**src/hdl/conv_weight_buffer_config.svh**
```systemverilog
`ifndef CONV_WEIGHT_BUFFER_CONFIG_SVH
`define CONV_WEIGHT_BUFFER_CONFIG_SVH

//////////////////////////////////////////////////
// weight word and kernel shape
//////////////////////////////////////////////////

// bits per weight
`define WB_DATA_WIDTH 32

// taps in one 3x3 kernel
`define WB_KERNEL_SIZE 9

// word counter, wide enough for KERNEL_SIZE - 1
`define WB_CNT_WIDTH 4

//////////////////////////////////////////////////
// kernel queue
//////////////////////////////////////////////////

// kernels held, power of two
`define WB_FIFO_DEPTH 16
`define WB_FIFO_ADDR_WIDTH 4

`endif

```
**src/hdl/cnn_weight_pkg.sv**
```systemverilog
`default_nettype none

`include "conv_weight_buffer_config.svh"

package cnn_weight_pkg;

	// one kernel, either as a flat storage word or as nine weights
	// tap 0 sits in the lowest bits
	typedef union packed {
		logic [`WB_KERNEL_SIZE*`WB_DATA_WIDTH-1:0] flat;
		logic [`WB_KERNEL_SIZE-1:0][`WB_DATA_WIDTH-1:0] taps;
	} kernel_word_u;

endpackage

`default_nettype wire

```
**src/hdl/weight_shift_chain.sv**
```systemverilog
`default_nettype none

`include "conv_weight_buffer_config.svh"

module weight_shift_chain
	import cnn_weight_pkg::*;
(
	input  logic                      clk,
	input  logic                      reset,
	input  logic                      valid_in,
	input  logic [`WB_DATA_WIDTH-1:0] in,
	output kernel_word_u              kernel,
	output logic                      kernel_done
);

	localparam int kernel_size = `WB_KERNEL_SIZE;

	// index of the ninth word of a kernel
	localparam logic [`WB_CNT_WIDTH-1:0] last_word_idx = `WB_CNT_WIDTH'(kernel_size - 1);

	//////////////////////////////////////////////////
	// tap registers
	//////////////////////////////////////////////////

	kernel_word_u taps_q;

	// new word enters at the top tap and walks down toward tap 0
	// after nine words the first one has reached tap 0
	always_ff @(posedge clk) begin
		if (valid_in) begin
			for (int k = 0; k < kernel_size - 1; k++) begin
				taps_q.taps[k] <= taps_q.taps[k + 1];
			end
			taps_q.taps[kernel_size - 1] <= in;
		end
	end

	//////////////////////////////////////////////////
	// word counter
	//////////////////////////////////////////////////

	logic [`WB_CNT_WIDTH-1:0] word_count;
	logic                     last_word;
	logic                     done_q;

	// ninth word of the current kernel is on the input
	assign last_word = valid_in && (word_count == last_word_idx);

	// gaps in valid_in just hold the count
	always_ff @(posedge clk) begin
		if (reset) begin
			word_count <= '0;
		end else if (last_word) begin
			word_count <= '0;
		end else if (valid_in) begin
			word_count <= word_count + 1'b1;
		end
	end

	// done pulse lines up with the edge that shifted in word nine,
	// so the taps are complete while it is high
	always_ff @(posedge clk) begin
		if (reset) begin
			done_q <= 1'b0;
		end else begin
			done_q <= last_word;
		end
	end

	assign kernel      = taps_q;
	assign kernel_done = done_q;

endmodule

`default_nettype wire

```
**config.mk**
```make
export PLATFORM = sky130hd
export DESIGN_NAME = weight_shift_chain
export DESIGN_NICKNAME = d
export VERILOG_FILES = /design/src/hdl/cnn_weight_pkg.sv /design/src/hdl/weight_shift_chain.sv
export VERILOG_INCLUDE_DIRS = /design/src /design/src/hdl
export SDC_FILE = /design/constraint.sdc
export NUM_CORES = 1
export LEC_CHECK = 0
export BUFFER_PORTS_ARGS = -buffer_cell sky130_fd_sc_hd__buf_2
export CORE_MARGIN = 1
export CORE_UTILIZATION = 52
export CTS_CLUSTER_DIAMETER = 50
export DETAILED_ROUTE_END_ITERATION = 6
export PLACE_DENSITY = 0.83
export SLEW_MARGIN = 20
export SYNTH_ARGS = -nofsm -noshare
export SYNTH_HDL_FRONTEND = slang
export SYNTH_SLANG_ARGS = --single-unit
```
**constraint.sdc**
```tcl
create_clock -name clk -period 1.8 [get_ports clk]
set_clock_uncertainty 0.2 [all_clocks]
set_input_delay 0.27 -clock clk [delete_from_list [all_inputs] [get_ports clk]]
set_output_delay 0.27 -clock clk [all_outputs]
set_load 0.005 [all_outputs]
```
After elaboration in Yosys (flattened, before gate mapping)
Index checks and enable logic that the tools add are counted.

Bits in registers: 293. Bits of input ports: 35.

Add/subtract/negate cells: 1. Eq/ne operators: 1. Reduce and logical (&&, ||, !) cells: 2.

Operator list (number): adder 4 x 1 -> 4 bit, second input constant (1); == test 4 bit, second input constant (1); OR reduction 2 bit (1); logical AND 1 bit (1).

Depth between registers and ports, before layout
Depth after elaboration: 3. Gate-level depth with buffers: 5. Gate-level depth less buffers: 5.

Least setup slack after synthesis
Ideal clock, no wire load.

Path type: flip-flop to flip-flop. From: register word_count[0]. To: register word_count[1]. Data arrival time: 0.859 ns. Required time: 1.486 ns. Slack: 0.627 ns. Cell stages (with the launch flop): 5. Clock period less this slack: 1.173 ns. Cell sequence: dfxtp_1 -> inv_1 -> ha_1 -> mux2i_1 -> nor2_1.

Cells in the longest elaborated chain, start to end: 3. Elaborated cells on any way between the ends: 4.

RTL lines: start: declaration (line weight_shift_chain.sv:42) `` logic [`WB_CNT_WIDTH-1:0] word_count; ``; start signal: assignment (line weight_shift_chain.sv:56) `word_count <= word_count + 1'b1;`; branches (longest 3 deep; another with adder 4 x 1 -> 4 bit).

Several ways; the timed one is not identified. A chain may end at the register's enable or synchronous reset.

Final worst setup path
From: register taps_q (netlist bit kernel[189]). To: output port kernel[189] (netlist name).

RTL lines: start: declaration (line weight_shift_chain.sv:25) `kernel_word_u taps_q;`; end: declaration (line weight_shift_chain.sv:12) `output kernel_word_u kernel,`.

No word-level cell between the ends.

==> results by group <==
Run status
  • Status: complete, no violations

Clock tree
  • Inserted Clock Buffers: 28
  • Clk Tree Root Cell: clkbuf_16
  • Clock Latency Late Sink: 0.52 ns
  • Sink Count: 293
  • CTS tree: done
  • H-Tree Depth: 1
  • CTS max path bufs: 3
  • Clk pin slew, worst setup/hold paths: roughly 0.06 ns
  • Resize count post-CTS: 0

Setup path
  • Largest stage delay, worst path: 0.46 ns
  • Slowest CP cell: edfxtp_1
  • CP arrival: 1.15 ns
  • Worst path cell trace: buf_2
  • Critical path class: reg2out
  • Data required, critical path: 1.33 ns
  • Crit start category: register
  • CP top delay family: flip-flops
  • Critical path buffer and inverter count: 1
  • Worst-path fanout max: 2
  • CP Capture Type: output port

Floorplan
  • Total die area: 17590 um^2
  • Core Box Area: 16640 um^2
  • Row count: 47
  • # IOs: 324
  • Die H: 132.6 um
  • Initial cell density of the core: 0.5331
  • Die X: 132.6 um

Finish
  • Area Overhead vs Synth: 36.92%
  • Most common cell after layout, fill and taps aside: buf_2
  • Final Non-Filler Cells: 951
  • Fillers: 974
  • Commonest non-fill, non-tap cells in the layout: 322 x buf_2, 288 x edfxtp_1, 34 x dlygate4sd3_1
  • N_diodes: 0
  • Layout cell share with drive strength beyond 1: 0.5130
  • Post-layout net count: 747

Placed design
  • IO Port Bufs: 323
  • Placer Congestion: 0.7930
  • Hpwl dp: between 10000 and 15000 um
  • Dpl cells: around 870

Flow run
  • Number of max-cap violations: 0

Logic synthesis
  • Synth Instances: 310
  • Synth area leaders: edfxtp_1 97%, dfxtp_1 1.1%, ha_1 0.28%
  • Synth unique cells: 13
  • Yosys top cell area share: 0.9748
  • Mapped cell area: 8872 um^2
  • Sequential element share of the synthesized area: 0.9860
  • Synth Register Bits: 293
  • Synth Net Count: 347
  • Cell taking the most area after synthesis: edfxtp_1
  • Mean area per synthesized cell: 28.62 um^2
  • Synthesis Warnings: 0

Timing
  • Least-Margin Pin Slew: roughly 0.38 ns
  • Setup repair after global routing missed its margin: false
  • Post-layout min period: 1.622 ns
  • Final Hold Vio Count: 0
  • Setup TNS Final: 0 ns
  • Slew Limit Fails: 0
  • Fmax achieved: 616.6 MHz
  • Fin crit share: 0.9010
  • Slew headroom: 0.7451
  • # setup viols final: 0

Detailed routing
  • ANT nets after route: 0
  • Drt wl/cell: 19.03 um
  • Routed wire length: 18090 um
  • Vias per inst: approximately 4.8
  • # DRC: 0
  • Vias: 4552
  • Pre-Repair DR Iteration Count: 4
  • DR iter-0 viols: 240

Global routing
  • Global route total overflow: 0
  • First-pass GRT wire length: 26450 um
  • GRT Resource Usage Total: 0.2008
  • Initial antenna violation count: 0
  • Largest net degree at the start of global routing: 47
  • Vias in the first global route: 4609

Worst hold path
  • Hold Path Class: reg2reg

Pwr
  • Power density cells: 1184 nW/um^2
  • Worst VDD drop: around 0.9 mV
  • Pwr Total: 14.38 mW
  • Lkg Pwr: about 4.9 nW
## registers in the layout, summed over array words and instances (netlist names)
signal       cells
kernel         288
kernel_done      1
word_count       4
## power by group
group	total (mW)	internal, mW	switching (mW)
clock network	5.46	3.20	2.26
logic	0.729	0.354	0.375
registers	8.19	7.98	0.212
total	14.4	11.5	2.85
## cells by family (layout without fill, tap and decap cells)
group	count (synthesis)	after routing	synth area share
DFF	293	293	0.9860
xor gates and xnor gates	3	3	0.002962
adders and majority gates	2	2	0.002820
buffers and inverters	2	423	0.0008465
and+or+nand+nor	9	9	0.006205
muxes	1	1	0.001128
## through the flow
step	area (um^2)	util	setup slack (ns)	hold slack, ns
CTS	12150	0.7299	0.1597	0.2338
global placement	10930	0.6570	0.3844	0.2253
floorplan	8872	-	0.6270	0.1424
detailed placement	10930	0.6570	0.3420	0.2280
global route	12150	0.7299	0.1416	0.2422
finish	12150	0.7299	0.1782	0.2397
## cell usage after synthesis
cell      count
nand2b_2      1
nor2_1        4
inv_1         2
xor2_1        2
dfxtp_1       5
ha_1          2
nand2_1       1
xnor2_1       1
nor2_2        1
nand4b_1      1
edfxtp_1    288
mux2i_1       1
nand4_2       1
## final cells by class
cell class	instances	area, um^2	share of cell area
well taps	220	275.3	0.02266
clock buffers	32	737.0	0.06067
clock inverters	19	136.4	0.01123
repair buffers	370	2127	0.1751
flip-flops and latches	293	8748	0.7202
multi-input cells	15	116.4	0.009579
inverters	2	7.507	0.0006180
## timing repair
action	4_1_cts	5_1_grt
endpoints found under the hold margin	63	0
setup buffers	0	0
hold buffers	34	0
## final timing paths
path	slack, ns	end	from	depth (start not counted)
worst min register to register	0.24	kernel[87]	kernel[119]	0
worst min-delay path	0.24	kernel[87]	kernel[119]	0
worst max-delay path	0.18	kernel[189]	kernel[189]	1
worst max register to register	0.49	word_count[0]	word_count[0]	5
## per-layer routing
layer  routed length [um]  up-vias  track usage
li1                     -     2058            -
met1                 6594     2257       0.2303
met2                10050      202       0.3754
met3                  932       35      0.03831
met4                  521        0      0.06897
met5                    0        -            0
Note: power is estimated with default switching activity, not from simulation.
