--- src/hdl/conv_weight_buffer_config.svh ---
`ifndef CONV_WEIGHT_BUFFER_CONFIG_SVH
`define CONV_WEIGHT_BUFFER_CONFIG_SVH

//////////////////////////////////////////////////
// weight word and kernel shape
//////////////////////////////////////////////////

// bits per weight
`define WB_DATA_WIDTH 32

// taps in one 3x3 kernel
`define WB_KERNEL_SIZE 9

// word counter, wide enough for KERNEL_SIZE - 1
`define WB_CNT_WIDTH 4

//////////////////////////////////////////////////
// kernel queue
//////////////////////////////////////////////////

// kernels held, power of two
`define WB_FIFO_DEPTH 16
`define WB_FIFO_ADDR_WIDTH 4

`endif

--- src/hdl/cnn_weight_pkg.sv ---
`default_nettype none

`include "conv_weight_buffer_config.svh"

package cnn_weight_pkg;

	// one kernel, either as a flat storage word or as nine weights
	// tap 0 sits in the lowest bits
	typedef union packed {
		logic [`WB_KERNEL_SIZE*`WB_DATA_WIDTH-1:0] flat;
		logic [`WB_KERNEL_SIZE-1:0][`WB_DATA_WIDTH-1:0] taps;
	} kernel_word_u;

endpackage

`default_nettype wire

--- src/hdl/kernel_fifo.sv ---
`default_nettype none

`include "conv_weight_buffer_config.svh"

module kernel_fifo
	import cnn_weight_pkg::*;
(
	input  logic         clk,
	input  logic         reset,
	input  logic         write,
	input  kernel_word_u kernel_in,
	input  logic         load,
	output kernel_word_u kernel_out,
	output logic         valid_out,
	output logic         full
);

	localparam int depth      = `WB_FIFO_DEPTH;
	localparam int addr_width = `WB_FIFO_ADDR_WIDTH;
	localparam int word_width = `WB_KERNEL_SIZE * `WB_DATA_WIDTH;

	// occupancy needs one more bit than the pointers
	localparam logic [addr_width:0] depth_count = (addr_width + 1)'(depth);

	//////////////////////////////////////////////////
	// storage
	//////////////////////////////////////////////////

	logic [word_width-1:0] mem [depth];

	logic [addr_width-1:0] wr_ptr;
	logic [addr_width-1:0] rd_ptr;
	logic [addr_width:0]   count;

	logic full_flag;
	logic empty_flag;
	logic write_accept;
	logic load_accept;

	assign full_flag  = (count == depth_count);
	assign empty_flag = (count == '0);

	// pop only with something stored
	assign load_accept = load && !empty_flag;

	// a full queue still takes a kernel when a pop frees a slot on the same edge
	assign write_accept = write && (!full_flag || load_accept);

	always_ff @(posedge clk) begin
		if (write_accept) begin
			mem[wr_ptr] <= kernel_in.flat;
		end
	end

	//////////////////////////////////////////////////
	// pointers and occupancy
	//////////////////////////////////////////////////

	// pointers wrap on their own since depth is a power of two
	always_ff @(posedge clk) begin
		if (reset) begin
			wr_ptr <= '0;
		end else if (write_accept) begin
			wr_ptr <= wr_ptr + 1'b1;
		end
	end

	always_ff @(posedge clk) begin
		if (reset) begin
			rd_ptr <= '0;
		end else if (load_accept) begin
			rd_ptr <= rd_ptr + 1'b1;
		end
	end

	always_ff @(posedge clk) begin
		if (reset) begin
			count <= '0;
		end else begin
			case ({write_accept, load_accept})
				2'b10: begin
					count <= count + 1'b1;
				end
				2'b01: begin
					count <= count - 1'b1;
				end
				default: begin
					count <= count;
				end
			endcase
		end
	end

	//////////////////////////////////////////////////
	// read port
	//////////////////////////////////////////////////

	kernel_word_u out_q;
	logic         valid_q;

	// read sees the old slot contents even when the write hits the same address
	// weights stay on the output until the next accepted load
	always_ff @(posedge clk) begin
		if (reset) begin
			out_q.flat <= '0;
		end else if (load_accept) begin
			out_q.flat <= mem[rd_ptr];
		end
	end

	// one pulse per accepted load
	always_ff @(posedge clk) begin
		if (reset) begin
			valid_q <= 1'b0;
		end else begin
			valid_q <= load_accept;
		end
	end

	assign kernel_out = out_q;
	assign valid_out  = valid_q;
	assign full       = full_flag;

endmodule

`default_nettype wire

--- config.mk ---
export PLATFORM = sky130hd
export DESIGN_NAME = kernel_fifo
export DESIGN_NICKNAME = d
export VERILOG_FILES = /design/src/hdl/cnn_weight_pkg.sv /design/src/hdl/kernel_fifo.sv
export VERILOG_INCLUDE_DIRS = /design/src /design/src/hdl
export SDC_FILE = /design/constraint.sdc
export NUM_CORES = 2
export LEC_CHECK = 0
export BUFFER_PORTS_ARGS = -buffer_cell sky130_fd_sc_hd__buf_2
export CAP_MARGIN = 40
export CORE_MARGIN = 10
export CORE_UTILIZATION = 60
export CTS_CLUSTER_DIAMETER = 120
export CTS_CLUSTER_SIZE = 28
export DETAILED_ROUTE_END_ITERATION = 16
export PLACE_DENSITY = 0.77
export SLEW_MARGIN = 40
export SYNTH_ARGS = -nofsm -noshare
export SYNTH_HDL_FRONTEND = slang
export SYNTH_MEMORY_MAX_BITS = 65536
export SYNTH_SLANG_ARGS = --single-unit
--- constraint.sdc ---
create_clock -name clk -period 26.5 [get_ports clk]
set_input_delay 1.325 -clock clk [delete_from_list [all_inputs] [get_ports clk]]
set_output_delay 1.325 -clock clk [all_outputs]
set_load 0.03 [all_outputs]
## Word-level counts from Yosys, hierarchy flattened

Memories as Yosys holds them, arrays and structs flattened. A register that Yosys moved wholly into a read port is not among the register bits.
Cells that the tools add are included.

| word-level totals | value |
|---|---|
| flip-flop bits (word level) | 14 |
| memory bits (writable) | 4608 |
| input port bits | 292 |
| output and inout port bits | 290 |
| logic and storage cells | 22 |
| memories kept | 1 |

| operators by class | value |
|---|---|
| add/subtract/negate cells | 4 |
| equality and inequality tests | 3 |
| multiplexer cells | 3 |
| reduce and logical (&&, ||, !) cells | 7 |

Memory list:

| memory | words | width | read ports | clocked after memory_dff | wr ports | RTL line | RTL |
|---|---|---|---|---|---|---|---|
| mem | 16 | 288 | 1 | 1 | 1 | kernel_fifo.sv:29 | `logic [word_width-1:0] mem [depth];` |

Operators by type and width:

| operator | count |
|---|---|
| $pmux W5 S2 | 1 |
| $add A4 B1 Y4 const B | 2 |
| $add A5 B1 Y5 const B | 1 |
| $eq A5 B5 Y1 const B | 1 |
| $logic_not A5 Y1 | 1 |
| $sub A5 B1 Y5 const B | 1 |
| $eq A2 B1 Y1 const B | 1 |
| $eq A2 B2 Y1 const B | 1 |
| $logic_and A1 B1 Y1 | 2 |
| $logic_not A1 Y1 | 2 |
| $mux W1 | 2 |
| $reduce_bool A2 Y1 | 1 |
| $logic_or A1 B1 Y1 | 1 |

## Depth between registers and ports, before layout

| depth | value |
|---|---|
| word-level depth | 7 |
| mapped depth | 10 |
| mapped depth without buffers | 9 |

## Least setup slack after synthesis

No wires, ideal clock.

| timing path | value |
|---|---|
| path kind | input-to-reg |
| start point | input write |
| end point | memory mem[0][0] in the netlist's numbering (enable) |
| library setup time | 1290 ps |
| arrival time | 21349 ps |
| required time | 25210 ps |
| path slack | 3861 ps |
| stages on the path | 4 |
| path buffers | 1 |
| cells stage by stage | clkbuf_1 > o31a_1 > nand2_1 > nor3_1 |

| between the ends | value |
|---|---|
| cells in the longest elaborated chain, start to end | 3 |

Ends and longest elaborated chain:

| what | RTL line | RTL |
|---|---|---|
| from (decl) | kernel_fifo.sv:10 | `input logic write,` |
| $logic_and A1 B1 Y1 | kernel_fifo.sv:47 | `assign write_accept = write && (!full_flag \|\| load_accept);` |
| $mux W1 | kernel_fifo.sv:50 | `if (write_accept) begin` |
| $mux W1 (implied by the code) | kernel_fifo.sv:51 | `mem[wr_ptr] <= kernel_in.flat;` |
| to (decl) | kernel_fifo.sv:29 |  |

Every way passes these cells.

==> impl.org <==
** Run status
- The flow ran to the end, and the final reports show no timing, DRC or antenna violations.

** Floorplan
- For this design the top-level I/O count stands at 582.
- The floorplan has 202 rows.
- The initial utilization of the core area, before any placement, comes to 0.603.
- Horizontal die dimension :: 572 um
- DIE HEIGHT :: 572 um
- The total area inside the core boundary comes to 303000 sq um.
- The die covers 327000 sq um.

** Setup path
- Cell Chain, Critical Path :: buf_12 > buf_16 > buf_6 > buf_6 > buf_6 > buf_6 > buf_4 > mux4_2 > mux2_2 > a221o_1
- In this run the worst path has a maximum fanout of 65.
- Largest delay contributor family on the critical path :: buffers and inverters
- Nature of the critical path startpoint :: register
- The largest individual stage delay along the critical path comes from the cell dfxtp_4.
- Most frequent cell on the critical path :: buf_6
- Crit path kind :: register to register
- STA puts the critical path data required time at 27.30 ns.
- The largest single stage delay on the critical path is 0.88 ns.
- Type of destination of the critical path :: register
- STA puts the critical path data arrival time at 7.31 ns.
- The number of buffers and inverters on the critical path is 7.

** Routing
- Via total after detailed routing :: 84581
- Wire length per cell :: 32.7 um
- Number of nets still failing antenna checks after routing :: 0
- After the first detailed-routing iteration, the DRC count stood at 11256.
- The final layout contains routed wiring with a total length of 414000 um.
- After detailed routing, the number of vias per cell comes to 6.68.
- Before antenna repair, the detailed router went through 6 iterations.
- For this run, design rule violations remaining after detail routing come to 0.

** Synth
- Synth Warn # :: 0
- Sorting the synthesized cells by area gives the leading types as edfxtp_1 76%, mux4_2 13%, dfxtp_1 3.3%, mux2i_1 2.5%, mux2_2 1.6%.
- Post-Synthesis Net Count :: 8230
- Share of synthesized flip-flops with an asynchronous set or reset :: 0
- Library cell occupying the most area in the post-synthesis netlist :: edfxtp_1
- In this run, synthesis produced a sequential element count of 4910.
- Distinct cell type count of the synthesized netlist :: 43
- Most instantiated flip-flop cell in the synthesis netlist :: edfxtp_1
- Count of flip-flops with a built-in enable after synthesis :: 4608
- Yosys instantiated no cell more often than edfxtp_1.
- Leading cell types by count after synthesis :: 4608 x edfxtp_1, 1060 x mux4_2, 450 x mux2i_1
- Sequential element share of the synthesized area :: 0.789
- A synthesized cell averages 23.1 sq um.
- Counting every instance in the synthesized netlist gives 7929.
- Proportion of netlist area held by the largest area contributor :: 0.756
- After synthesis the cells add up to 183000 sq um.

** Power and ir drop
- The share of total power dissipated in sequential elements is 0.589.
- Worst IR drop on VDD :: 71.1 uV
- Leakage :: 60.1 nW
- Internal power summed over all cells :: 11.3 mW
- Summing internal, switching and leakage power gives 15.3 mW.
- The share of total power dissipated in combinational logic is 0.171.
- Clock share of power :: 0.240
- Of the total power, the share spent switching nets is 0.261.
- The analysis attributes to net switching a power of 3.98 mW.
- Power per cell area :: 77.3 nW/um^2

** Place
- The HPWL after detailed placement is 219000 um.
- Routability-driven placement finished with a final weighted congestion of 0.755.
- Buffers on Ports :: 581
- Worst slack at placement :: 19.40 ns

** Layout
- Area occupied by registers :: 144000 sq um
- In the final layout, the multi-input gates occupy 36800 sq um.
- In the final design database the tool counted 8764 nets.
- In the final layout, the share of cells above drive strength 1 is 0.271.
- Layout overhead on the synthesized area :: 7.89%
- Fill cells in the final layout number 18844.

** Clock tree
- TritonCTS built the clock tree.
- Counting the buffers created by CTS gives 198.
- The clock reaches the later pin of the worst-skew pair after 0.94 ns.
- The longest clock path from root to sink contains 4 buffers.
- Hold repair after CTS inserted 0 buffers.
- Post-CTS repair changed the size of 0 cells.
- Reg clk slew, reported paths :: 0.10 ns
- Number of clock sinks :: 4910
- CTS root buf :: clkbuf_16
- H-tree depth reported by CTS :: 4
- Post-CTS setup-driven buffer insertion count :: 0

** Global route
- Global-route total usage across every layer :: 0.250
- The initial antenna violation count is 140.
- Summed over all layers, the global routing overflow is 0.
- Entering global routing, the biggest net connects 135 pins.
- The via count of the first global-routing pass is 86045.
- Global-route wire length before repair :: 601000 um

** Timing
- Setup Skew :: 0.0513 ns
- Number of max-slew violations in the final report :: 0
- After routing, the total negative slack on setup checks comes to 0 ns.
- Final WS setup :: 19.99 ns
- Setup violations remaining at the end of the flow were counted as 0.
- Final Critical Period :: 6.51 ns
- Maximum achievable frequency :: 0.154 GHz
- The final number of hold-violating endpoints came to 0.
- Hold timing on the final database bottoms out at a slack of 0.493 ns.
- Setup repair after global routing missed its margin :: false
- Slew at the pin closest to its max-slew limit :: 1.05 ns
- Share of the clock period used by the worst path :: 0.246
- In this run the tightest slew margin relative to its limit is 0.299.

** Min path
- Worst min-delay path class :: register to register

** Flow run
- Across the run, the number of max-cap violations was 0.
[worst reg2reg max path: stages, from the launching register on]
cell and delay (ns):
dfxtp_4 0.88, buf_12 0.46, buf_16 0.47, buf_6 0.70
buf_6 0.57, buf_6 0.67, buf_6 0.64, buf_4 0.78
mux4_2 0.61, mux2_2 0.29, a221o_1 0.33
[layout by cell type, fill, tap and decap left out, drive strengths merged, types with 3 or more instances in the layout]
master	count
a21oi	31
a221o	260
a22oi	10
buf	769
clkbuf	339
clkinv	7
dfxtp	302
diode	60
edfxtp	4608
ha	8
inv	15
mux2	263
mux2i	450
mux4	1060
nand2	9
nand2b	8
nand3	3
nand3b	3
nor2	288
nor3	15
nor4	19
o21ai	30
o22ai	92
or3b	3
xor2	3
[final timing paths]
check	start	endpoint	slack (ns)	depth (start not counted)
setup / recovery	rd_ptr[1]	kernel_out[44]	19.99	10
setup reg to reg	rd_ptr[1]	kernel_out[44]	19.99	10
hold / removal	kernel_out[80]	kernel_out[80]	0.49	1
hold reg to reg	kernel_out[80]	kernel_out[80]	0.49	1
[metrics by stage]
| step | instances | util | area, sq um |
|---|---|---|---|
| floorplan | 7929 | - | 183000 |
| finish | 12654 | 0.651 | 197000 |
| detailed placement | 12233 | 0.631 | 191000 |
| CTS | 12586 | 0.650 | 197000 |
| global route | 12626 | 0.651 | 197000 |
| global placement | 12216 | 0.629 | 191000 |
[power groups by stage]
stage	combinational (mW)	clock (mW)	sequential [mW]
6_report	2.61	3.66	9.00
5_1_grt	2.77	3.96	9.02
4_1_cts	2.62	3.71	9.00
3_5_place_dp	2.61	0	9.17
3_3_place_gp	2.54	0	9.16
2_1_floorplan	1.51	0	9.47
[logic make-up (layout without fill, tap and decap cells)]
group | Yosys count | after routing | share of synthesized area
compound gates | 434 | 434 | 0.0201
xor+xnor | 5 | 5 | 0.000239
fa+ha+maj | 9 | 9 | 0.000657
buf+inv | 443 | 1130 | 0.0103
flops | 4910 | 4910 | 0.789
mux | 1773 | 1773 | 0.171
other cells | 0 | 60 | 0
simple gates | 355 | 355 | 0.00802
[sequential cells by signal, indices dropped and copies added, names as in the netlist]
signal      cells
count           5
kernel_out    288
mem          4608
rd_ptr          4
valid_out       1
wr_ptr          4
[cell type report]
cell class                      count  share of cell area
Antenna cell                       60            0.000761
Inverter                            8            0.000152
Timing Repair Buffer              769              0.0268
Clock inverter                     14             0.00110
Clock buffer                      339              0.0278
Sequential cell                  4910               0.732
Multi-Input combinational cell   2576               0.186
Tap cell                         3978              0.0252
[metal layers]
| layer | routed length [um] | global-route usage |
|---|---|---|
| met5 | 584 | 0 |
| met4 | 9810 | 0.0612 |
| met3 | 43300 | 0.0597 |
| met2 | 204000 | 0.403 |
| met1 | 156000 | 0.351 |
Power figures use the tool's default switching activity.
